### config.mk
export PLATFORM = sky130hd
export DESIGN_NAME = mem_stage_flat
export DESIGN_NICKNAME = d
export VERILOG_FILES = /design/src/rtl/lsu_pkg.sv /design/src/rtl/lsu_intf.sv /design/src/rtl/mem_stage.sv /design/src/flat_wrapper.sv
export SDC_FILE = /design/constraint.sdc
export NUM_CORES = 1
export LEC_CHECK = 0
export ABC_AREA = 1
export BUFFER_PORTS_ARGS = -buffer_cell sky130_fd_sc_hd__buf_4
export CAP_MARGIN = 40
export CORE_MARGIN = 5
export CORE_UTILIZATION = 45
export DETAILED_ROUTE_END_ITERATION = 16
export HOLD_SLACK_MARGIN = 0.06
export PLACE_DENSITY = 0.85
export SLEW_MARGIN = 20
export SYNTH_ARGS = -nofsm -noshare
export SYNTH_HDL_FRONTEND = slang
export SYNTH_SLANG_ARGS = --single-unit
### constraint.sdc
create_clock -name clk -period 3.3 [get_ports clk]
set_input_delay 0.165 -clock clk [delete_from_list [all_inputs] [get_ports clk]]
set_output_delay 0.165 -clock clk [all_outputs]
set_load 0.01 [all_outputs]
### src/rtl/lsu_pkg.sv
package lsu_pkg;

    typedef logic [31:0] word_t;
    typedef logic [31:0] vaddr_t;
    typedef logic [31:0] paddr_t;
    typedef logic [4:0]  reg_idx_t;
    typedef logic [2:0]  mem_op_t;
    typedef logic [18:0] vppn_t;     // vaddr[31:13]
    typedef logic [19:0] ppn_t;
    typedef logic [9:0]  asid_t;
    typedef logic [1:0]  plv_t;
    typedef logic [5:0]  ecode_t;
    typedef logic [5:0]  ps_t;       // page size as log2 of bytes
    typedef logic [1:0]  size_t;     // access size on the data bus

    // micro-op codes, loads first
    localparam mem_op_t OP_LD_B  = 3'd0;
    localparam mem_op_t OP_LD_BU = 3'd1;
    localparam mem_op_t OP_LD_H  = 3'd2;
    localparam mem_op_t OP_LD_HU = 3'd3;
    localparam mem_op_t OP_LD_W  = 3'd4;
    localparam mem_op_t OP_ST_B  = 3'd5;
    localparam mem_op_t OP_ST_H  = 3'd6;
    localparam mem_op_t OP_ST_W  = 3'd7;

    localparam ecode_t ECODE_ALE  = 6'h09;   // misaligned address
    localparam ecode_t ECODE_TLBR = 6'h3f;   // tlb refill
    localparam ecode_t ECODE_PIL  = 6'h01;   // page invalid on load
    localparam ecode_t ECODE_PIS  = 6'h02;   // page invalid on store
    localparam ecode_t ECODE_PPI  = 6'h07;   // privilege violation
    localparam ecode_t ECODE_PME  = 6'h04;   // page modify

    localparam ps_t PS_4K = 6'd12;
    localparam ps_t PS_4M = 6'd21;

    localparam size_t SIZE_B = 2'd0;
    localparam size_t SIZE_H = 2'd1;
    localparam size_t SIZE_W = 2'd2;

    localparam int TLB_ENTRIES = 16;
    localparam int TLB_IDX_W   = 4;

    localparam int DMEM_AW    = 8;             // word address bits
    localparam int DMEM_WORDS = 1 << DMEM_AW;

    // reset contents of the data ram, word i = i * step ^ xor
    localparam word_t DMEM_INIT_STEP = 32'h0101_0101;
    localparam word_t DMEM_INIT_XOR  = 32'ha5a5_a5a5;

    typedef enum logic [1:0] {
        MS_IDLE,
        MS_WAIT,
        MS_DRAIN
    } mem_state_t;

endpackage

### src/rtl/lsu_intf.sv
`timescale 1ns/1ns

interface ex_mem_if import lsu_pkg::*; ();
    logic     valid;
    logic     allowin;
    reg_idx_t rd;
    logic     rf_we;
    mem_op_t  load_op;
    logic [1:0] byte_off;
    logic     excep;
    ecode_t   ecode;
    vaddr_t   badv;
    logic     req_sent;      // op has a data request in flight

    modport ex (
        output valid, rd, rf_we, load_op, byte_off, excep, ecode, badv, req_sent,
        input  allowin
    );

    modport mem (
        input  valid, rd, rf_we, load_op, byte_off, excep, ecode, badv, req_sent,
        output allowin
    );
endinterface

interface dmem_if import lsu_pkg::*; ();
    logic   req;
    logic   wr;
    size_t  size;
    logic [3:0] wstrb;
    paddr_t addr;
    word_t  wdata;
    logic   addr_ok;
    logic   data_ok;
    word_t  rdata;

    modport master (
        output req, wr, size, wstrb, addr, wdata,
        input  addr_ok
    );

    modport resp (
        input data_ok, rdata
    );

    modport slave (
        input  req, wr, size, wstrb, addr, wdata,
        output addr_ok, data_ok, rdata
    );
endinterface


### src/rtl/mem_stage.sv
`timescale 1ns/1ns

module mem_stage import lsu_pkg::*; (
    input  logic     clk,
    input  logic     resetn,
    input  logic     flush,
    ex_mem_if.mem    em,
    dmem_if.resp     dm,
    output logic     out_valid,
    output reg_idx_t out_rd,
    output logic     out_rf_we,
    output word_t    out_result,
    output logic     out_excep,
    output ecode_t   out_ecode,
    output vaddr_t   out_badv
);

    mem_state_t state;
    mem_state_t state_nxt;
    logic       accept;
    logic       m_pend;          // op without request, leaves next cycle
    mem_op_t    m_op;
    logic [1:0] m_off;
    word_t      lane;
    word_t      ext;

    assign em.allowin = (state == MS_IDLE) || (state == MS_WAIT && dm.data_ok);
    assign accept     = em.valid && em.allowin;

    always_comb begin
        state_nxt = state;
        case (state)
            MS_IDLE: begin
                if (accept && em.req_sent) begin
                    state_nxt = MS_WAIT;
                end
            end
            MS_WAIT: begin
                if (dm.data_ok) begin
                    state_nxt = (accept && em.req_sent) ? MS_WAIT : MS_IDLE;
                end else if (flush) begin
                    state_nxt = MS_DRAIN;                // response still owed
                end
            end
            MS_DRAIN: begin
                if (dm.data_ok) begin
                    state_nxt = MS_IDLE;
                end
            end
            default: state_nxt = MS_IDLE;
        endcase
    end

    always_ff @(posedge clk) begin
        if (!resetn) begin
            state  <= MS_IDLE;
            m_pend <= 1'b0;
        end else begin
            state  <= state_nxt;
            m_pend <= accept && !em.req_sent;
        end
    end

    always_ff @(posedge clk) begin
        if (accept) begin
            out_rd    <= em.rd;
            out_rf_we <= em.rf_we;
            m_op      <= em.load_op;
            m_off     <= em.byte_off;
            out_excep <= em.excep;
            out_ecode <= em.ecode;
            out_badv  <= em.badv;
        end
    end

    assign lane = dm.rdata >> {m_off, 3'b000};   // move addressed bytes to bit 0

    always_comb begin
        case (m_op)
            OP_LD_B:  ext = {{24{lane[7]}}, lane[7:0]};
            OP_LD_BU: ext = {24'b0, lane[7:0]};
            OP_LD_H:  ext = {{16{lane[15]}}, lane[15:0]};
            OP_LD_HU: ext = {16'b0, lane[15:0]};
            default:  ext = dm.rdata;
        endcase
    end

    assign out_result = out_rf_we ? ext : '0;
    assign out_valid  = !flush && (m_pend || (state == MS_WAIT && dm.data_ok));

endmodule

### src/flat_wrapper.sv
// flat-port wrapper written by rule: the top's interface ports become plain ports
module mem_stage_flat import lsu_pkg::*;
  (clk, resetn, flush, out_valid, out_rd, out_rf_we, out_result, out_excep, out_ecode, out_badv, em_valid, em_rd, em_rf_we, em_load_op, em_byte_off, em_excep, em_ecode, em_badv, em_req_sent, em_allowin, dm_data_ok, dm_rdata);
  ex_mem_if em_i ();
  dmem_if dm_i ();
  input  logic clk;
  input  logic resetn;
  input  logic flush;
  output logic out_valid;
  output reg_idx_t out_rd;
  output logic out_rf_we;
  output word_t out_result;
  output logic out_excep;
  output ecode_t out_ecode;
  output vaddr_t out_badv;
  input wire logic [$bits(em_i.valid)-1:0] em_valid;
  input wire logic [$bits(em_i.rd)-1:0] em_rd;
  input wire logic [$bits(em_i.rf_we)-1:0] em_rf_we;
  input wire logic [$bits(em_i.load_op)-1:0] em_load_op;
  input wire logic [$bits(em_i.byte_off)-1:0] em_byte_off;
  input wire logic [$bits(em_i.excep)-1:0] em_excep;
  input wire logic [$bits(em_i.ecode)-1:0] em_ecode;
  input wire logic [$bits(em_i.badv)-1:0] em_badv;
  input wire logic [$bits(em_i.req_sent)-1:0] em_req_sent;
  output wire logic [$bits(em_i.allowin)-1:0] em_allowin;
  input wire logic [$bits(dm_i.data_ok)-1:0] dm_data_ok;
  input wire logic [$bits(dm_i.rdata)-1:0] dm_rdata;
  assign em_i.valid = em_valid;
  assign em_i.rd = em_rd;
  assign em_i.rf_we = em_rf_we;
  assign em_i.load_op = em_load_op;
  assign em_i.byte_off = em_byte_off;
  assign em_i.excep = em_excep;
  assign em_i.ecode = em_ecode;
  assign em_i.badv = em_badv;
  assign em_i.req_sent = em_req_sent;
  assign em_allowin = em_i.allowin;
  assign dm_i.data_ok = dm_data_ok;
  assign dm_i.rdata = dm_rdata;
  mem_stage u_core (.clk(clk), .resetn(resetn), .flush(flush), .em(em_i), .dm(dm_i), .out_valid(out_valid), .out_rd(out_rd), .out_rf_we(out_rf_we), .out_result(out_result), .out_excep(out_excep), .out_ecode(out_ecode), .out_badv(out_badv));
endmodule
==> insert_results.sql, run 1 <==
INSERT INTO impl_metrics (metric_group, metric, value, unit) VALUES
('run_status', 'status', 'finished, final reports clean', ''),
('sta', 'setup_tns', '0', 'ns'),
('floorplan', 'row_count', '27', ''),
('sta', 'max_slew.worst_pin.slew', '0.7352', 'ns'),
('min_path', 'worstHoldPathType', 'in -> reg', ''),
('floorplan', 'die_x', '84.83', 'µm'),
('setup_path', 'critical-path-slowest-cell', 'edfxtp_1', ''),
('sta', 'final.min_clock_period', '2.462', 'ns'),
('power_and_ir_drop', 'vdd.ir_drop.worst', '0.4980', 'mV'),
('layout', 'mostFrequentLayoutCells', 'buf_4 (168), nand2_1 (51), dlygate4sd3_1 (51)', ''),
('setup_path', 'path_class', 'reg -> out', ''),
('clocking', 'postCtsSetupBuffers', '0', ''),
('layout', 'area.growth.synth_to_final', '74.48', '%'),
('synthesis', 'yosys_warnings', '0', ''),
('route', 'wire_per_inst', '20.28', 'µm'),
('sta', 'finalHoldViolations', '0', ''),
('global_route', 'grt_max_degree', '34', ''),
('setup_path', 'critPathRequiredTime', '3.13', 'ns'),
('setup_path', 'critical_path_capture_point_type', 'output pin', ''),
('floorplan', 'ioPinCount', '167', ''),
('clocking', 'clock_tree_from_tritoncts', 'yes', ''),
('setup_path', 'critical_path.reg2reg.startpoint', 'u_core.state[0]', ''),
('sta', 'whs', '0.1484', 'ns'),
('global_route', 'grt_antenna_before_repair', '0', ''),
('setup_path', 'crit_path_frequent_cell', 'nand2_4', ''),
('min_path', 'hold_path_startpoint', 'resetn', ''),
('global_route', 'grt_first_pass_wirelength', '16410', 'µm'),
('power_and_ir_drop', 'cellLeakagePower', '2.058', 'nW'),
('layout', 'design.final.nets', '558', ''),
('clocking', 'ctsRootBufferMaster', 'clkbuf_8', ''),
('power_and_ir_drop', 'cellPowerDensity', '361.9', 'nW/µm²'),
('clocking', 'h-tree-depth', '2', ''),
('synthesis', 'syn-cell-area', '2520', 'µm²'),
('clocking', 'clkSinkCount', '53', ''),
('layout', 'sequential_standard_cell_area', '1562', 'µm²'),
('synthesis', 'synth_nets', '344', ''),
('sta', 'fin_worst_skew', '0.01374', 'ns'),
('clocking', 'post_cts_resize_count', '0', ''),
('placed_design', 'gp_congestion', '0.8992', ''),
('setup_path', 'worst_path_largest_cell_delay', '0.83', 'ns'),
('sta', 'timing.final.crit_share', '74.60', '%'),
('clocking', 'cts_hold_buf', '51', ''),
('synthesis', 'yosysSeqAreaShare', '61.97', '%'),
('clocking', 'clk_pin_slew_worst_paths', '0.09', 'ns'),
('sta', 'slew_violations', '0', ''),
('layout', 'number_of_inserted_filler_cells_in_the_final_layout', '301', ''),
('sta', 'final-setup-viol-count', '0', ''),
('route', 'iter_0_drt_violations', '198', ''),
('layout', 'layout_commonest_cell', 'buf_4', ''),
('floorplan', 'core_area', '5473', 'µm²'),
('synthesis', 'synth.distinct_cells', '25', ''),
('layout', 'drive_above_1_share', '40.98', '%'),
('layout', 'multi_input_comb_area', '814.5', 'µm²'),
('route', 'drt-pass1-iter-count', '5', ''),
('global_route', 'grt-ovfl-total', '0', ''),
('clocking', 'cts_max_path_buffers', '2', ''),
('sta', 'max_slew_margin', '50.99', '%'),
('route', 'detailroute.via_count', '2888', ''),
('floorplan', 'initial_core_util', '46.04', '%'),
('clocking', 'numCtsBuffers', '5', ''),
('route', 'detail_route.vias_per_cell', '5.319', ''),
('floorplan', 'die-height', '84.83', 'µm'),
('route', 'finalWirelength', '11010', 'µm'),
('synthesis', 'synth-seq-cells', '53', ''),
('setup_path', 'critical_path_peak_fanout', '24', ''),
('setup_path', 'critical_path_startpoint_category', 'flop', ''),
('setup_path', 'crit_path_start', 'u_core.m_off[1]', ''),
('placed_design', 'detailed_place_hpwl', '6645', 'µm'),
('route', 'drc_errors', '0', ''),
('layout', 'insertedDiodeCount', '0', ''),
('synthesis', 'synthCells', '256', ''),
('global_route', 'track_usage', '30.17', '%'),
('route', 'ant_nets', '0', ''),
('global_route', 'first_global_vias', '2893', ''),
('sta', 'grt_setup_unrepaired', 'no', ''),
('setup_path', 'crit_arrival', '2.30', 'ns'),
('clocking', 'insertion_delay', '0.32', 'ns'),
('placed_design', 'port_buffers', '166', ''),
('floorplan', 'design.die.area', '7196', 'µm²'),
('sta', 'max_freq', '406.2', 'MHz'),
('setup_path', 'path_cells', 'inv_2 -> nand3_1 -> nand2_2 -> nand2_4 -> nand3_2 -> nand2_4 -> nor2_1 -> buf_4', ''),
('flow_run', 'maxCapViolCount', '0', ''),
('synthesis', 'syn-mean-instance-area', '9.843', 'µm²');
logic make-up after synthesis:
family	Yosys count	share of synthesized area, %
AO/OA/AOI/OAI	41	9.086
buffers and inverters	32	5.760
flip-flops	53	61.97
AND/OR/NAND/NOR	130	23.19
power breakdown:
group | internal (mW) | total (mW) | switching [mW]
Clock | 0.144 | 0.362 | 0.219
Sequential | 0.783 | 0.814 | 0.0314
Combinational | 0.217 | 0.414 | 0.197
stage by stage:
stage	instances	setup WS, ns	total power [mW]	area [µm²]	utilization (%)
finish	543	0.8384	1.591	4397	80.34
floorplan	256	1.006	0.9612	2520	-
global route	543	0.6934	1.648	4397	80.34
CTS	543	0.9025	1.549	4397	80.34
global placement	484	1.341	1.162	3805	69.52
detailed placement	484	1.235	1.171	3805	69.52
synthesized netlist by cell type (all sizes together):
library cell / instances / area (µm²)
nand3: 29 / 150.1
a21boi: 1 / 7.510
buf: 7 / 48.79
nor2: 43 / 191.4
edfxtp: 50 / 1501
dfxtp: 3 / 60.06
inv: 20 / 77.58
nor3: 2 / 10.01
o31ai: 7 / 52.55
a21oi: 12 / 63.81
nand4: 1 / 6.260
nand2: 54 / 220.2
and2: 1 / 6.260
clkbuf: 5 / 18.77
o21ai: 21 / 105.1
cell type report:
type                       instances  area share (%)
multi-input combinational        171           18.53
clock buffer                       5           1.565
sequential                        53           35.52
inverter                          20           1.764
clock inverter                     3          0.2846
tap                               72           2.049
timing repair buffer             219           40.30
layer usage:
metal / wire, µm / vias to the layer above / global-route usage (%)
met5: 0 / - / 0
li1: - / 1299 / -
met3: 1143 / 23 / 10.00
met1: 4090 / 1365 / 34.27
met4: 303 / 0 / 8.633
met2: 5475 / 201 / 54.02
flip-flops by register name (all words and copies together) (netlist names):
register,count
u_core.out_rf_we,1
u_core.out_badv,32
u_core.out_ecode,6
u_core.m_off,2
u_core.out_rd,5
u_core.out_excep,1
u_core.m_pend,1
u_core.m_op,3
u_core.state,2
path summary, 6_finish.rpt:
kind | cells after the start | slack (ns) | end
worst max-delay path | 8 | 0.84 | out_result[16]
worst min-delay path | 3 | 0.15 | u_core.m_pend
worst max register to register | 3 | 1.40 | u_core.out_rd[0]
worst min register to register | 2 | 0.58 | u_core.state[0]
critical path: cells and delay by family (launching register included):
| family | cells | cell delay (ns) |
|---|---|---|
| DFF | 1 | 0.83 |
| and+or+nand+nor | 6 | 0.78 |
| buffers and inverters | 2 | 0.35 |
Power figures use the tool's default switching activity.
==> inputs of run 2 (changes only) <==
--- a/config.mk
+++ b/config.mk
@@ -5,14 +5,14 @@
 export SDC_FILE = /design/constraint.sdc
 export NUM_CORES = 1
 export LEC_CHECK = 0
-export ABC_AREA = 1
+export ABC_AREA = 0
 export BUFFER_PORTS_ARGS = -buffer_cell sky130_fd_sc_hd__buf_4
 export CAP_MARGIN = 40
 export CORE_MARGIN = 5
-export CORE_UTILIZATION = 45
+export CORE_UTILIZATION = 42
 export DETAILED_ROUTE_END_ITERATION = 16
 export HOLD_SLACK_MARGIN = 0.06
-export PLACE_DENSITY = 0.85
+export PLACE_DENSITY = 0.8
 export SLEW_MARGIN = 20
 export SYNTH_ARGS = -nofsm -noshare
 export SYNTH_HDL_FRONTEND = slang
==> constraint.sdc (replaced) <==
create_clock -name clk -period 2.3 [get_ports clk]
set_input_delay 0.115 -clock clk [delete_from_list [all_inputs] [get_ports clk]]
set_output_delay 0.115 -clock clk [all_outputs]
set_load 0.01 [all_outputs]
==> insert_results.sql, run 2 <==
INSERT INTO impl_metrics (metric_group, metric, value, unit) VALUES
('run_status', 'status', 'finished, final reports clean', ''),
('sta', 'finalHoldViolations', '0', ''),
('sta', 'max_slew_margin', '60.77', '%'),
('setup_path', 'critPathRequiredTime', '2.18', 'ns'),
('layout', 'design.final.nets', '497', ''),
('synthesis', 'yosys_warnings', '0', ''),
('sta', 'setup_tns', '0', 'ns'),
('layout', 'largest_register_ffs', '32', ''),
('clocking', 'insertion_delay', '0.31', 'ns'),
('sta', 'fin_worst_skew', '0.01597', 'ns'),
('layout', 'mostFrequentLayoutCells', 'buf_4 (171), dlygate4sd3_1 (51), edfxtp_1 (50)', ''),
('layout', 'layout_commonest_cell', 'buf_4', ''),
('synthesis', 'syn-mean-instance-area', '12.96', 'µm²'),
('clocking', 'clk_pin_slew_worst_paths', '0.08', 'ns'),
('route', 'iter_0_drt_violations', '124', ''),
('clocking', 'cts_max_path_buffers', '2', ''),
('power_and_ir_drop', 'cellLeakagePower', '1.946', 'nW'),
('clocking', 'clock_tree_from_tritoncts', 'yes', ''),
('placed_design', 'gp_congestion', '0.8464', ''),
('placed_design', 'detailed_place_hpwl', '6568', 'µm'),
('route', 'detailroute.via_count', '2546', ''),
('global_route', 'grt_first_pass_wirelength', '14900', 'µm'),
('synthesis', 'synth_nets', '282', ''),
('global_route', 'grt-ovfl-total', '0', ''),
('min_path', 'worstHoldPathType', 'in -> reg', ''),
('placed_design', 'number_of_instances_in_the_placed_design', '425', ''),
('power_and_ir_drop', 'vdd.ir_drop.worst', '0.3777', 'mV'),
('power_and_ir_drop', 'switchingPower', '0.5953', 'mW'),
('floorplan', 'initial_core_util', '42.73', '%'),
('route', 'finalWirelength', '10020', 'µm'),
('power_and_ir_drop', 'power.share.clock', '22.1', '%'),
('power_and_ir_drop', 'cellPowerDensity', '513.8', 'nW/µm²'),
('power_and_ir_drop', 'netSwitchingFraction', '26.11', '%'),
('power_and_ir_drop', 'p_comb_share', '27.4', '%'),
('synthesis', 'synthFlopType', 'edfxtp_1', ''),
('synthesis', 'synth_top_cells_by_area', 'edfxtp_1 (60%), nand2_1 (5.1%), mux2i_1 (3.2%)', ''),
('floorplan', 'design.die.area', '7635', 'µm²'),
('global_route', 'track_usage', '26.11', '%'),
('layout', 'registers_with_the_highest_flip_flop_counts', 'u_core.out_badv x32, u_core.out_ecode x6, u_core.out_rd x5', ''),
('floorplan', 'row_count', '28', ''),
('route', 'drc_errors', '0', ''),
('floorplan', 'die-height', '87.38', 'µm'),
('sta', 'max_slew.worst_pin.slew', '0.5884', 'ns'),
('sta', 'max_freq', '487.8', 'MHz'),
('sta', 'final-setup-viol-count', '0', ''),
('placed_design', 'dpl_worst_slack', '0.3608', 'ns'),
('synthesis', 'synth_commonest_cells', 'edfxtp_1 (50), nand2_1 (34), o21ai_0 (16)', ''),
('global_route', 'first_global_vias', '2708', ''),
('global_route', 'grt_antenna_before_repair', '0', ''),
('setup_path', 'critical_path_peak_fanout', '16', ''),
('floorplan', 'ioPinCount', '167', ''),
('clocking', 'numCtsBuffers', '5', ''),
('synthesis', 'yosysTopAreaCell', 'edfxtp_1', ''),
('synthesis', 'synth_edf_count', '50', ''),
('synthesis', 'synth-seq-cells', '53', ''),
('synthesis', 'yosys.area.top_type_share', '59.70', '%'),
('clocking', 'ctsRootBufferMaster', 'clkbuf_8', ''),
('floorplan', 'die_x', '87.38', 'µm'),
('synthesis', 'syn-cell-area', '2515', 'µm²'),
('sta', 'timing.final.crit_share', '89.14', '%'),
('clocking', 'post_cts_resize_count', '0', ''),
('synthesis', 'synthMostInstantiatedCell', 'edfxtp_1', ''),
('route', 'detail_route.vias_per_cell', '5.249', ''),
('layout', 'drive_above_1_share', '47.32', '%'),
('setup_path', 'critical_path_startpoint_category', 'flop', ''),
('setup_path', 'crit_arrival', '1.94', 'ns'),
('sta', 'grt_setup_unrepaired', 'no', ''),
('route', 'wire_per_inst', '20.66', 'µm'),
('placed_design', 'port_buffers', '166', ''),
('route', 'drt-pass1-iter-count', '4', ''),
('route', 'ant_nets', '0', ''),
('floorplan', 'core_area', '5886', 'µm²'),
('sta', 'setup_ws_post_layout', '0.2498', 'ns'),
('global_route', 'grt_max_degree', '51', ''),
('synthesis', 'yosysSeqAreaShare', '62.09', '%'),
('power_and_ir_drop', 'internal-power', '1.684', 'mW'),
('power_and_ir_drop', 'power_frac_seq', '50.5', '%'),
('synthesis', 'synth.distinct_cells', '32', ''),
('layout', 'area.growth.synth_to_final', '76.42', '%'),
('sta', 'slew_violations', '0', ''),
('flow_run', 'maxCapViolCount', '0', ''),
('synthesis', 'asyncSetResetFlopFracSynth', '0', '%'),
('layout', 'insertedDiodeCount', '0', ''),
('layout', 'regMostFlops', 'u_core.out_badv', ''),
('layout', 'layout.cells.non_filler', '485', ''),
('clocking', 'h-tree-depth', '2', ''),
('synthesis', 'synthCells', '194', ''),
('sta', 'final.min_clock_period', '2.050', 'ns'),
('clocking', 'clkSinkCount', '53', ''),
('setup_path', 'path_class', 'reg -> out', ''),
('setup_path', 'critical_path_capture_point_type', 'output pin', '');
## run 2: changes by cell type in the layout (fill, tap and decap cells not counted), moves of 8 or more
cell and delta:
inv_1 -17, nor2_2 -8, o211ai_1 +8, nand2_1 -17, nor2_1 -30, nand3_1 -28, nand3b_1 +8, mux2i_1 +8
a31o_1 +8, a21oi_1 -9
## run 2: area by class of cell
class | count | area, µm²
clock buffers | 6 | 72.57
clock inverters | 2 | 10.01
multi-input cells | 124 | 860.8
inverters | 1 | 3.754
fillers | 365 | 1449
repair buffers | 224 | 1834
well taps | 75 | 93.84
flip-flops and latches | 53 | 1562
## run 2: worst max-delay path, cell delays in order (launching register included)
cell	delay (ns)
edfxtp_1	0.46
mux2_2	0.40
a221oi_4	0.34
buf_12	0.18
o21ai_0	0.10
buf_4	0.16
## run 2: cell families (layout without fill, tap and decap cells)
kind of cell / Yosys count / in the layout / synth area share (%)
XOR/XNOR: 1 / 1 / 0.3483
flip-flops: 53 / 53 / 62.09
buffers and inverters: 17 / 233 / 3.731
AO/OA/AOI/OAI: 51 / 51 / 15.92
multiplexers: 11 / 11 / 4.975
AND/OR/NAND/NOR: 61 / 61 / 12.94
## run 2: timing repair
action                                  CTS  global route
setup buffers                             0             1
hold endpoints to repair                 51             0
endpoints found under the setup margin    0            16
hold buffers                             51             0
## run 2: power groups by stage
stage / sequential, mW / clock, mW / combinational (mW)
floorplan: 1.19 / 0 / 0.200
global placement: 1.16 / 0 / 0.523
detailed placement: 1.17 / 0 / 0.531
CTS: 1.15 / 0.501 / 0.603
global route: 1.16 / 0.562 / 0.664
finish: 1.15 / 0.503 / 0.624
## run 2: layer usage
layer | routed length [µm] | track usage, % | up-vias
met4 | 175 | 7.392 | 0
met5 | 0 | 0 | -
met2 | 5131 | 46.16 | 154
met1 | 3482 | 29.69 | 1210
met3 | 1228 | 9.082 | 14
li1 | - | - | 1168
## run 2: worst paths after layout
check	start	end	slack, ns	cells after the start
min	resetn	u_core.state[1]	0.11	2
min reg2reg	u_core.state[1]	u_core.state[0]	0.51	1
max reg2reg	u_core.state[0]	u_core.m_op[1]	0.71	4
max	u_core.m_off[1]	out_result[21]	0.25	5
## run 2: metrics by stage
step	area, µm²	power [mW]	utilization, %	hold slack [ns]
6_report	4437	2.280	75.38	0.1150
4_1_cts	4417	2.249	75.04	0.1020
2_1_floorplan	2516	1.390	-	0.1911
3_3_place_gp	3824	1.687	64.97	0.2932
5_1_grt	4437	2.383	75.38	0.1018
3_5_place_dp	3824	1.698	64.97	0.2943
==> inputs of run 3 (changes only) <==
--- a/config.mk
+++ b/config.mk
@@ -8,7 +8,7 @@
 export ABC_AREA = 0
 export BUFFER_PORTS_ARGS = -buffer_cell sky130_fd_sc_hd__buf_4
 export CAP_MARGIN = 40
-export CORE_MARGIN = 5
+export CORE_ASPECT_RATIO = 0.75
 export CORE_UTILIZATION = 42
 export DETAILED_ROUTE_END_ITERATION = 16
 export HOLD_SLACK_MARGIN = 0.06
==> insert_results.sql, run 3 (same netlist as run 2, synthesis figures left out) <==
INSERT INTO impl_metrics (metric_group, metric, value, unit) VALUES
('clocking', 'insertion_delay', '0.31', 'ns'),
('sta', 'slew_violations', '0', ''),
('clocking', 'post_cts_resize_count', '0', ''),
('sta', 'max_freq', '461.6', 'MHz'),
('global_route', 'grt_max_degree', '51', ''),
('setup_path', 'critPathRequiredTime', '2.18', 'ns'),
('setup_path', 'path_cells', 'mux4_2 -> nor3b_4 -> buf_12 -> a31o_1 -> buf_4', ''),
('layout', 'mostFrequentLayoutCells', 'buf_4 (173), dlygate4sd3_1 (51), edfxtp_1 (50)', ''),
('global_route', 'grt_first_pass_wirelength', '12610', 'µm'),
('floorplan', 'design.die.area', '6305', 'µm²'),
('layout', 'registers_with_the_highest_flip_flop_counts', 'u_core.out_badv x32, u_core.out_ecode x6, u_core.out_rd x5', ''),
('floorplan', 'die-height', '69.02', 'µm'),
('sta', 'setup_tns', '0', 'ns'),
('layout', 'finalCoreUtilization', '76.99', '%'),
('global_route', 'grt_antenna_before_repair', '0', ''),
('layout', 'number_of_inserted_filler_cells_in_the_final_layout', '370', ''),
('placed_design', 'detailed_place_hpwl', '5305', 'µm'),
('min_path', 'worstHoldPathType', 'in -> reg', ''),
('clocking', 'cts_max_path_buffers', '2', ''),
('layout', 'drive_above_1_share', '47.57', '%'),
('placed_design', 'gp_congestion', '0.8856', ''),
('route', 'finalWirelength', '8298', 'µm'),
('power_and_ir_drop', 'vdd.ir_drop.worst', '0.4655', 'mV'),
('sta', 'fin_worst_skew', '0.01096', 'ns'),
('power_and_ir_drop', 'cellPowerDensity', '511.4', 'nW/µm²'),
('sta', 'final-setup-viol-count', '0', ''),
('clocking', 'ctsRootBufferMaster', 'clkbuf_8', ''),
('flow_run', 'maxCapViolCount', '0', ''),
('setup_path', 'crit_arrival', '2.05', 'ns'),
('floorplan', 'initial_core_util', '43.39', '%'),
('clocking', 'h-tree-depth', '2', ''),
('sta', 'grt_setup_unrepaired', 'no', ''),
('placed_design', 'placedInstanceArea', '3827', 'µm²'),
('power_and_ir_drop', 'cellLeakagePower', '1.952', 'nW'),
('route', 'iter_0_drt_violations', '106', ''),
('floorplan', 'row_count', '24', ''),
('layout', 'regMostFlops', 'u_core.out_badv', ''),
('layout', 'final_area', '4462', 'µm²'),
('route', 'ant_nets', '0', ''),
('setup_path', 'critical_path_startpoint_category', 'flop', ''),
('sta', 'whs', '0.08379', 'ns'),
('sta', 'max_slew.worst_pin.slew', '0.5793', 'ns'),
('global_route', 'first_global_vias', '2595', ''),
('setup_path', 'critical_path_peak_fanout', '8', ''),
('setup_path', 'critical-path-slowest-cell', 'mux4_2', ''),
('layout', 'sequential_standard_cell_area', '1562', 'µm²'),
('floorplan', 'core_area', '5796', 'µm²'),
('layout', 'largest_register_ffs', '32', ''),
('global_route', 'grt-ovfl-total', '0', ''),
('clocking', 'clock_tree_from_tritoncts', 'yes', ''),
('clocking', 'clk_pin_slew_worst_paths', '0.10', 'ns'),
('layout', 'multi_input_comb_area', '860.8', 'µm²'),
('placed_design', 'number_of_instances_in_the_placed_design', '428', ''),
('clocking', 'numCtsBuffers', '5', ''),
('sta', 'finalHoldViolations', '0', ''),
('floorplan', 'die_x', '91.35', 'µm'),
('route', 'drc_errors', '0', ''),
('route', 'detail_route.vias_per_cell', '5.092', ''),
('setup_path', 'critical_path_capture_point_type', 'output pin', ''),
('sta', 'final.min_clock_period', '2.166', 'ns'),
('floorplan', 'ioPinCount', '167', ''),
('run_status', 'status', 'finished, final reports clean', ''),
('placed_design', 'port_buffers', '166', ''),
('setup_path', 'cp_top_family', 'multiplexers', ''),
('setup_path', 'critPathBufInv', '2', ''),
('layout', 'layout_commonest_cell', 'buf_4', ''),
('route', 'wire_per_inst', '16.93', 'µm'),
('sta', 'timing.final.crit_share', '94.19', '%'),
('route', 'drt-pass1-iter-count', '5', ''),
('layout', 'design.final.nets', '499', ''),
('layout', 'insertedDiodeCount', '0', ''),
('setup_path', 'path_class', 'reg -> out', ''),
('setup_path', 'worst_path_largest_cell_delay', '0.57', 'ns'),
('sta', 'max_slew_margin', '61.38', '%'),
('layout', 'area.growth.synth_to_final', '77.41', '%'),
('global_route', 'track_usage', '26.39', '%'),
('clocking', 'clkSinkCount', '53', ''),
('layout', 'layout.cells.non_filler', '490', ''),
('route', 'detailroute.via_count', '2495', '');
==> run 3: stage by stage <==
stage	power (mW)	worst slack, ns
final	2.282	0.1336
after global placement	1.675	0.4028
after detailed placement	1.684	0.3617
after global routing	2.369	0.04888
after floorplan	1.390	0.5202
after CTS	2.268	0.02191
==> run 3: worst paths after layout <==
kind                endpoint  slack, ns            start  cells past startpoint
max           out_result[15]       0.13  u_core.m_off[1]                      5
min          u_core.state[1]       0.08           resetn                      2
max reg2reg  u_core.m_off[1]       0.75  u_core.state[0]                      4
min reg2reg  u_core.state[0]       0.49  u_core.state[1]                      1
==> run 3: area by class of cell <==
type                            count  share of cell area [%]
Clock inverter                      3                  0.4487
Timing Repair Buffer              226                   41.45
Multi-Input combinational cell    124                   19.29
Inverter                            1                 0.08413
Sequential cell                    53                   35.00
Tap cell                           78                   2.187
Clock buffer                        5                   1.542
==> run 3: power by group <==
| part | internal [mW] | leakage (nW) | switching (mW) |
|---|---|---|---|
| clock | 0.215 | 0.0422 | 0.311 |
| combinational | 0.347 | 1.40 | 0.260 |
| sequential | 1.12 | 0.511 | 0.0260 |
==> run 3: timing repair <==
action | 4_1_cts | 5_1_grt
endpoints found under the hold margin | 51 | 0
hold buffers | 51 | 0
endpoints found under the setup margin | 0 | 22
setup buffers | 0 | 3
==> run 3: layer usage <==
metal / GRT usage [%] / part of all wire, %
met1: 27.75 / 36
met2: 50.93 / 56
met3: 6.623 / 5.6
met4: 8.818 / 2.3
met5: 0 / 0
